--- src/include/seq_consts.svh ---
`ifndef SEQ_CONSTS_SVH
`define SEQ_CONSTS_SVH

// ******************************
// Datapath widths
// ******************************

`define SEQ_PC_WIDTH        10
`define SEQ_A_WIDTH         16

// ******************************
// Thread round
// ******************************

// Round length equals the pipeline depth from result to next fetch
`define SEQ_THREAD_COUNT    4
`define SEQ_THREAD_WIDTH    2

// Thread k starts fetching at k * stride
`define SEQ_THREAD_STRIDE   64

`endif

--- src/hdl/seq_pkg.sv ---
`default_nettype none

package seq_pkg;

    // ******************************
    // Opcodes seen by the controller
    // ******************************

    typedef enum logic [2:0] {
        OP_NOP = 3'd0,
        // Unconditional jump
        OP_JMP = 3'd1,
        // Accumulator zero / nonzero
        OP_JZE = 3'd2,
        OP_JNZ = 3'd3,
        // Sign bit clear / set
        OP_JPO = 3'd4,
        OP_JNE = 3'd5,
        // Blocks the thread until the device handshake is done
        OP_IOP = 3'd6
    } op_t;

    // Four-phase handshake progress of the single I/O channel
    typedef enum logic [1:0] {
        IO_IDLE    = 2'd0,
        IO_REQ     = 2'd1,
        IO_RELEASE = 2'd2,
        IO_DONE    = 2'd3
    } io_state_t;

endpackage

`default_nettype wire

--- src/hdl/seq_issue_if.sv ---
`timescale 1ns/1ns
`default_nettype none

`include "seq_consts.svh"

interface seq_issue_if;

    // Instruction result for the thread in slot
    seq_pkg::op_t                   op;
    logic [`SEQ_A_WIDTH-1:0]        a_value;
    logic [`SEQ_PC_WIDTH-1:0]       d_target;

    // Low while the thread must re-fetch its I/O instruction
    logic                           io_ready;

    // Thread that owns the result presented this cycle
    logic [`SEQ_THREAD_WIDTH-1:0]   slot;

    modport issue (
        output op, a_value, d_target, io_ready,
        input  slot
    );

    modport ctrl (
        input  op, a_value, d_target, io_ready,
        output slot
    );

endinterface

`default_nettype wire

--- src/hdl/barrel_sequencer_top.sv ---
`timescale 1ns/1ns
`default_nettype none

`include "seq_consts.svh"

module barrel_sequencer_top (
    input  wire                          clock,
    input  wire                          rst,

    // Instruction result for the thread due this cycle
    input  var   seq_pkg::op_t           op,
    input  wire  [`SEQ_A_WIDTH-1:0]      a_value,
    input  wire  [`SEQ_PC_WIDTH-1:0]     d_target,

    // Next fetch address
    output logic [`SEQ_PC_WIDTH-1:0]     pc,
    output logic [`SEQ_THREAD_WIDTH-1:0] pc_thread,

    // External device handshake
    output logic                         io_req,
    output logic [`SEQ_THREAD_WIDTH-1:0] io_thread,
    input  wire                          io_ack
);

    seq_issue_if issue_bus ();

    // ******************************
    // I/O stage
    // ******************************

    io_issue_stage io_issue_stage_i (
        .clock     (clock),
        .rst       (rst),
        .op        (op),
        .a_value   (a_value),
        .d_target  (d_target),
        .io_ack    (io_ack),
        .io_req    (io_req),
        .io_thread (io_thread),
        .issue     (issue_bus.issue)
    );

    // ******************************
    // PC controller
    // ******************************

    pc_controller pc_controller_i (
        .clock     (clock),
        .rst       (rst),
        .issue     (issue_bus.ctrl),
        .pc        (pc),
        .pc_thread (pc_thread)
    );

endmodule

`default_nettype wire

--- src/hdl/branch_unit.sv ---
`timescale 1ns/1ns
`default_nettype none

`include "seq_consts.svh"

module branch_unit (
    input  wire                      clock,
    input  wire                      rst,
    input  wire [`SEQ_A_WIDTH-1:0]   a_value,
    input  var  seq_pkg::op_t        op,
    output logic                     jump
);

    logic a_zero;
    logic a_positive;
    logic take;

    // ******************************
    // Stage 1: accumulator flags
    // ******************************

    always_ff @(posedge clock) begin
        a_zero     <= (a_value == '0);
        a_positive <= ~a_value[`SEQ_A_WIDTH-1];
    end

    // ******************************
    // Stage 2: jump decision
    // ******************************

    // Op arrives one cycle late so it lines up with the flags
    always_comb begin
        case (op)
            seq_pkg::OP_JMP: take = 1'b1;
            seq_pkg::OP_JZE: take = a_zero;
            seq_pkg::OP_JNZ: take = ~a_zero;
            seq_pkg::OP_JPO: take = a_positive;
            seq_pkg::OP_JNE: take = ~a_positive;
            default:         take = 1'b0;
        endcase
    end

    always_ff @(posedge clock) begin
        if (rst) begin
            jump <= 1'b0;
        end else begin
            jump <= take;
        end
    end

endmodule

`default_nettype wire

--- src/hdl/delay_line.sv ---
`timescale 1ns/1ns
`default_nettype none

module delay_line #(
    parameter int               DEPTH       = 1,
    parameter int               WIDTH       = 1,
    parameter logic [WIDTH-1:0] RESET_VALUE = '0
) (
    input  wire              clock,
    input  wire              rst,
    input  wire  [WIDTH-1:0] in,
    output logic [WIDTH-1:0] out
);

    logic [WIDTH-1:0] stages [DEPTH];

    always_ff @(posedge clock) begin
        if (rst) begin
            for (int i = 0; i < DEPTH; i++) begin
                stages[i] <= RESET_VALUE;
            end
        end else begin
            stages[0] <= in;
            for (int i = 1; i < DEPTH; i++) begin
                stages[i] <= stages[i-1];
            end
        end
    end

    assign out = stages[DEPTH-1];

endmodule

`default_nettype wire

--- src/hdl/io_issue_stage.sv ---
`timescale 1ns/1ns
`default_nettype none

`include "seq_consts.svh"

module io_issue_stage (
    input  wire                          clock,
    input  wire                          rst,
    input  var   seq_pkg::op_t           op,
    input  wire  [`SEQ_A_WIDTH-1:0]      a_value,
    input  wire  [`SEQ_PC_WIDTH-1:0]     d_target,
    input  wire                          io_ack,
    output logic                         io_req,
    output logic [`SEQ_THREAD_WIDTH-1:0] io_thread,
    seq_issue_if.issue                   issue
);

    seq_pkg::io_state_t             state;
    logic [`SEQ_THREAD_WIDTH-1:0]   owner;
    logic                           is_iop;
    logic                           owner_turn;
    logic                           io_ready;

    // Result fields go straight on to the controller
    assign issue.op       = op;
    assign issue.a_value  = a_value;
    assign issue.d_target = d_target;

    assign is_iop     = (op == seq_pkg::OP_IOP);
    assign owner_turn = (issue.slot == owner);

    // ******************************
    // Ready flag
    // ******************************

    // Only the owning thread may pass, and only once the device is done
    always_comb begin
        io_ready = 1'b1;
        if (is_iop) begin
            io_ready = (state == seq_pkg::IO_DONE) && owner_turn;
        end
    end

    assign issue.io_ready = io_ready;

    // ******************************
    // Handshake FSM
    // ******************************

    always_ff @(posedge clock) begin
        if (rst) begin
            state  <= seq_pkg::IO_IDLE;
            io_req <= 1'b0;
            owner  <= '0;
        end else begin
            case (state)
                seq_pkg::IO_IDLE: begin
                    // Any thread may claim the free channel
                    if (is_iop) begin
                        owner  <= issue.slot;
                        io_req <= 1'b1;
                        state  <= seq_pkg::IO_REQ;
                    end
                end
                seq_pkg::IO_REQ: begin
                    if (io_ack) begin
                        io_req <= 1'b0;
                        state  <= seq_pkg::IO_RELEASE;
                    end
                end
                seq_pkg::IO_RELEASE: begin
                    // Device has finished once ack drops
                    if (!io_ack) begin
                        state <= seq_pkg::IO_DONE;
                    end
                end
                seq_pkg::IO_DONE: begin
                    if (is_iop && owner_turn) begin
                        state <= seq_pkg::IO_IDLE;
                    end
                end
                default: state <= seq_pkg::IO_IDLE;
            endcase
        end
    end

    assign io_thread = owner;

endmodule

`default_nettype wire

--- src/hdl/pc_controller.sv ---
`timescale 1ns/1ns
`default_nettype none

`include "seq_consts.svh"

module pc_controller (
    input  wire                          clock,
    input  wire                          rst,
    seq_issue_if.ctrl                    issue,
    output logic [`SEQ_PC_WIDTH-1:0]     pc,
    output logic [`SEQ_THREAD_WIDTH-1:0] pc_thread
);

    logic [`SEQ_THREAD_WIDTH-1:0]   thread;
    logic [`SEQ_THREAD_WIDTH-1:0]   next_thread;

    logic [$bits(seq_pkg::op_t)-1:0] op_d1;
    logic [`SEQ_PC_WIDTH-1:0]       target_d2;
    logic                           ready_d2;
    logic                           jump;

    logic [`SEQ_PC_WIDTH-1:0]       stored_pc;
    logic [`SEQ_PC_WIDTH-1:0]       pc_raw;
    logic [`SEQ_PC_WIDTH-1:0]       next_pc;

    // ******************************
    // Thread counter
    // ******************************

    always_comb begin
        if (thread == `SEQ_THREAD_WIDTH'(`SEQ_THREAD_COUNT - 1)) begin
            next_thread = '0;
        end else begin
            next_thread = thread + `SEQ_THREAD_WIDTH'(1);
        end
    end

    always_ff @(posedge clock) begin
        if (rst) begin
            thread <= '0;
        end else begin
            thread <= next_thread;
        end
    end

    assign pc_thread = thread;

    // Results arriving now belong to the thread emitted two cycles from now
    assign issue.slot = thread + `SEQ_THREAD_WIDTH'(2);

    // ******************************
    // Pipeline alignment
    // ******************************

    delay_line #(
        .DEPTH       (1),
        .WIDTH       ($bits(seq_pkg::op_t)),
        .RESET_VALUE (seq_pkg::OP_NOP)
    ) op_delay (
        .clock (clock),
        .rst   (rst),
        .in    (issue.op),
        .out   (op_d1)
    );

    delay_line #(
        .DEPTH       (2),
        .WIDTH       (`SEQ_PC_WIDTH),
        .RESET_VALUE ('0)
    ) target_delay (
        .clock (clock),
        .rst   (rst),
        .in    (issue.d_target),
        .out   (target_d2)
    );

    // Resets to ready so the first results act as plain NOPs
    delay_line #(
        .DEPTH       (2),
        .WIDTH       (1),
        .RESET_VALUE (1'b1)
    ) ready_delay (
        .clock (clock),
        .rst   (rst),
        .in    (issue.io_ready),
        .out   (ready_d2)
    );

    branch_unit branch (
        .clock   (clock),
        .rst     (rst),
        .a_value (issue.a_value),
        .op      (seq_pkg::op_t'(op_d1)),
        .jump    (jump)
    );

    // ******************************
    // Next PC
    // ******************************

    thread_pc_store pc_store (
        .clock        (clock),
        .rst          (rst),
        .write_thread (thread),
        .write_pc     (next_pc),
        .read_thread  (next_thread),
        .read_pc      (stored_pc)
    );

    assign pc_raw = jump ? target_d2 : stored_pc;

    // A waiting thread steps back onto its I/O instruction
    assign pc      = ready_d2 ? pc_raw : pc_raw - `SEQ_PC_WIDTH'(1);
    assign next_pc = pc_raw + `SEQ_PC_WIDTH'(ready_d2);

endmodule

`default_nettype wire

--- src/hdl/thread_pc_store.sv ---
`timescale 1ns/1ns
`default_nettype none

`include "seq_consts.svh"

module thread_pc_store (
    input  wire                          clock,
    input  wire                          rst,
    input  wire  [`SEQ_THREAD_WIDTH-1:0] write_thread,
    input  wire  [`SEQ_PC_WIDTH-1:0]     write_pc,
    input  wire  [`SEQ_THREAD_WIDTH-1:0] read_thread,
    output logic [`SEQ_PC_WIDTH-1:0]     read_pc
);

    // Next fetch address of each thread
    logic [`SEQ_PC_WIDTH-1:0] entries [`SEQ_THREAD_COUNT];

    // ******************************
    // Write current, read next
    // ******************************

    // Read and write threads always differ by one, so a read never
    // sees the entry being written in the same cycle
    always_ff @(posedge clock) begin
        if (rst) begin
            for (int k = 0; k < `SEQ_THREAD_COUNT; k++) begin
                entries[k] <= `SEQ_PC_WIDTH'(k * `SEQ_THREAD_STRIDE);
            end
            // Thread 0 start address
            read_pc <= '0;
        end else begin
            entries[write_thread] <= write_pc;
            read_pc               <= entries[read_thread];
        end
    end

endmodule

`default_nettype wire

--- config.mk ---
export PLATFORM = sky130hd
export DESIGN_NAME = barrel_sequencer_top
export DESIGN_NICKNAME = d
export VERILOG_FILES = /design/src/hdl/seq_pkg.sv /design/src/hdl/seq_issue_if.sv /design/src/hdl/barrel_sequencer_top.sv /design/src/hdl/branch_unit.sv /design/src/hdl/delay_line.sv /design/src/hdl/io_issue_stage.sv /design/src/hdl/pc_controller.sv /design/src/hdl/thread_pc_store.sv
export VERILOG_INCLUDE_DIRS = /design/src /design/src/include
export SDC_FILE = /design/constraint.sdc
export NUM_CORES = 1
export LEC_CHECK = 0
export ABC_AREA = 1
export ABC_CLOCK_PERIOD_IN_PS = 1780
export BUFFER_PORTS_ARGS = -buffer_cell sky130_fd_sc_hd__buf_4
export CAP_MARGIN = 20
export CORE_UTILIZATION = 41
export CTS_BUF_LIST = sky130_fd_sc_hd__clkbuf_8 sky130_fd_sc_hd__clkbuf_16
export CTS_CLUSTER_DIAMETER = 100
export DETAILED_ROUTE_END_ITERATION = 16
export GPL_ROUTABILITY_DRIVEN = 1
export PLACE_DENSITY_LB_ADDON = 0.25
export SLEW_MARGIN = 20
export SYNTH_ARGS = -nofsm -noshare
export SYNTH_HDL_FRONTEND = slang
export SYNTH_SLANG_ARGS = --single-unit
export TNS_END_PERCENT = 1
--- constraint.sdc ---
create_clock -name clock -period 1.78 [get_ports clock]
set_clock_uncertainty 0.15 [all_clocks]
set_input_delay 0.267 -clock clock [delete_from_list [all_inputs] [get_ports clock]]
set_output_delay 0.267 -clock clock [all_outputs]
set_load 0.1 [all_outputs]
==> flow_summary.json <==
{
  "instances_no_fill": 687,
  "core_um2": 9196,
  "min_path_type": "in -> reg",
  "worstSetupPathType": "reg -> out",
  "power_density_nw_per_um2": 1034,
  "p_sw_mw": 2.119,
  "p_comb_frac": 0.375,
  "fin_ws_ns": -0.6578,
  "grt_pass1_wl_um": 15640,
  "synth_top_family_by_area": "simple AND/OR/NAND/NOR gates",
  "dr.pass1.iters": 6,
  "startpoint_type": "flip-flop",
  "p_clk_frac": 0.216,
  "synth_xor_area_frac": 0.01996,
  "rows": 35,
  "synth_warnings": 0,
  "die-area_um2": 9872,
  "fmax_ghz": 0.4102,
  "leakagePower_nw": 2.521,
  "synth.area.mux_share": 0,
  "slowest_delay_ns": 0.39,
  "synth-seq-cells": 85,
  "cts_tree": "done",
  "antenna_found_initial": 0,
  "slew_headroom": 0.6059,
  "vdd_drop_max_uv": 683.2,
  "clk_pin_slew_ns": 0.09,
  "cts_buffer_depth": 2,
  "setup_viol": 28,
  "outcome": "finished, violations left",
  "gp_congestion": 0.8463,
  "netlist_area_um2": 3886,
  "hpwl_um": 6313,
  "fin_nets": 612,
  "violations": "negative setup slack",
  "cts_made_buffers": 9,
  "die_h_um": 99.36,
  "start_util": 0.4226,
  "worstPathRequired_ns": 1.36,
  "power_mw": 5.714,
  "cap_viol_max_count": 0,
  "post-place-cells": 648,
  "root_buffer": "clkbuf_8",
  "switching_share": 0.3707,
  "synth_compound_area_frac": 0.05956,
  "boundaryPins": 47,
  "drt_iter0_drc": 156,
  "dpl_cell_area_um2": 4805,
  "cp_top_family": "simple AND/OR/NAND/NOR gates",
  "grt_pass1_vias": 3336,
  "portBuffers": 46,
  "grt.overflow.total": 0,
  "track_usage": 0.2071,
  "grt_max_degree": 24,
  "wire_per_inst_um": 13.90,
  "synthSimpleGateAreaFrac": 0.2675,
  "timing.hold.ws_ns": 0.01282,
  "synth_area_per_cell_um2": 8.541,
  "n_fill_cell": 753,
  "min_period_over_period": 1.370,
  "crit_chain": "inv_4, nand2_1, nand2_2, inv_2, ha_4, inv_2, nor2_4, nand3_4, nor2_4, nand4_1, nand2_1, clkinvlp_4, buf_12",
  "crit_buf_inv": 5,
  "hold_violations": 0,
  "area_growth_pct": 42.21,
  "min_period_ns": 2.438,
  "critPathCaptureType": "primary output",
  "ant_nets": 0,
  "htreeDepth": 3,
  "synth_fa_ha_area_frac": 0.02898,
  "viasPerCell": 4.798,
  "pwr-share-seq": 0.409,
  "slew_violations": 0,
  "worstPathMaxFanout": 5,
  "crit_slowest_cell": "dfxtp_4",
  "routed_wl_um": 9550,
  "vias": 3296,
  "drive_gt1_frac": 0.3333,
  "syn_inst": 455,
  "synth_fp_nets": 496,
  "drc": 0,
  "worst_pin_slew_ns": 0.5905,
  "reg2reg_slack_ns": -0.14,
  "die_x_um": 99.36,
  "synth-seq-area-share": 0.5409,
  "design_area_um2": 5527,
  "synth_cell_types": 31,
  "intPower_mw": 3.596,
  "diodes": 0,
  "cts_sinks": 85,
  "setup_tns_ns": -6.365,
  "rsz0062_at_grt": "yes",
  "arrival_ns": 2.02,
  "clock_latency_ns": 0.36
}
==> state kept, by name (all words and copies together), names as in the netlist <==
name                                 count
pc_controller_i.branch.a_zero            1
pc_controller_i.target_delay.stages     20
pc_controller_i.pc_store.entries        40
pc_controller_i.pc_store.read_pc        10
io_issue_stage_i.state                   2
pc_controller_i.op_delay.stages          3
pc_controller_i.branch.jump              1
pc_controller_i.pc_thread                2
io_issue_stage_i.io_thread               2
pc_controller_i.branch.a_positive        1
pc_controller_i.ready_delay.stages       2
io_issue_stage_i.io_req                  1
==> cells in the mapped netlist <==
library cell,n,share of area
a21oi_1,17,0.022
a22o_1,1,0.0023
buf_1,4,0.0039
buf_2,3,0.0039
buf_4,1,0.0019
buf_6,2,0.0058
clkbuf_1,4,0.0039
clkinv_1,2,0.0019
dfxtp_1,45,0.23
edfxtp_1,40,0.31
ha_1,9,0.029
inv_1,62,0.060
inv_2,2,0.0019
nand2_1,61,0.059
nand2_2,7,0.011
nand2_4,8,0.023
nand3_1,11,0.014
nand3_2,3,0.0077
nand3_4,1,0.0045
nand4_1,5,0.0080
nor2_1,117,0.11
nor2_2,6,0.0097
nor2_4,2,0.0058
nor4_1,4,0.0064
o21ai_0,26,0.033
o21bai_1,1,0.0019
or2_1,1,0.0016
or2_2,2,0.0032
xnor2_1,2,0.0045
xor2_1,5,0.011
xor2_2,1,0.0042
==> through the flow <==
stage | setup WS [ns] | utilization
6_report | -0.6578 | 0.6010
2_1_floorplan | -0.5612 | -
4_1_cts | -0.6101 | 0.5865
5_1_grt | -0.7877 | 0.6010
3_5_place_dp | -0.3917 | 0.5224
3_3_place_gp | -0.3223 | 0.5224
==> metal layers <==
layer | part of all wire | up-vias | track usage
met5 | 0 | - | 0
met2 | 0.51 | 81 | 0.3750
li1 | - | 1653 | -
met4 | 0.016 | 0 | 0.05543
met3 | 0.040 | 14 | 0.04638
met1 | 0.43 | 1548 | 0.2474
==> cells in the final DEF (no fill, tap or decap), types with 5 or more instances in the layout <==
cell type,instances
ha_1,6
buf_6,5
nand2_2,21
edfxtp_1,40
nand2_4,9
o21ai_0,23
nand3_1,9
inv_2,6
a21oi_1,16
nor2_1,110
nor2_4,9
nand2_1,46
clkbuf_8,9
nor2_2,6
dfxtp_1,44
buf_12,11
nand4_1,5
buf_4,81
inv_1,55
dlygate4sd3_1,19
==> final timing paths <==
path / startpoint / to / depth (start not counted)
worst max-delay path: pc_controller_i.branch.jump$_SDFF_PP0_ / pc[8] / 13
worst min-delay path: a_value[2] / pc_controller_i.branch.a_zero$_DFF_P_ / 4
worst max register to register: pc_controller_i.branch.jump$_SDFF_PP0_ / pc_controller_i.pc_store.entries[3][6]$_DFFE_PP_ / 11
worst min register to register: pc_controller_i.target_delay.stages[0][9]$_SDFF_PP0_ / pc_controller_i.target_delay.stages[0][19]$_SDFF_PP0_ / 2
==> tightest hold or removal path, cell delays in order <==
cell     delay, ns
buf_4         0.08
nor4_1        0.03
nand2_1       0.06
nor2_1        0.04
==> what timing repair did <==
item / in CTS / in global routing
hold endpoints to repair: 15 / 0
resized for setup: 62 / 28
endpoints found under the setup margin: 46 / 49
setup buffers: 0 / 3
pin swaps: 11 / 6
hold buffers: 20 / 0
==> cell type report <==
type / instances / area [um2] / area share
timing repair buffer: 119 / 1117 / 0.2022
tap: 111 / 138.9 / 0.02513
clock inverter: 7 / 48.80 / 0.008830
clock buffer: 9 / 123.9 / 0.02241
sequential: 85 / 2106 / 0.3810
inverter: 66 / 261.5 / 0.04732
multi-input combinational: 290 / 1730 / 0.3131
==> logic make-up (layout without fill, tap and decap cells) <==
kind of cell | after synthesis | in the layout
compound gates | 45 | 45
xor+xnor | 8 | 8
fa+ha+maj | 9 | 9
buf+inv | 80 | 201
flops | 85 | 85
simple gates | 228 | 228
==> power groups by stage <==
stage	combinational [mW]	clock, mW	sequential, mW
floorplan	1.16	0	2.42
global route	2.31	1.34	2.36
detailed placement	1.80	0	2.37
finish	2.14	1.23	2.34
CTS	2.04	1.27	2.33
global placement	1.77	0	2.37
(Power assumes the default switching activity.)
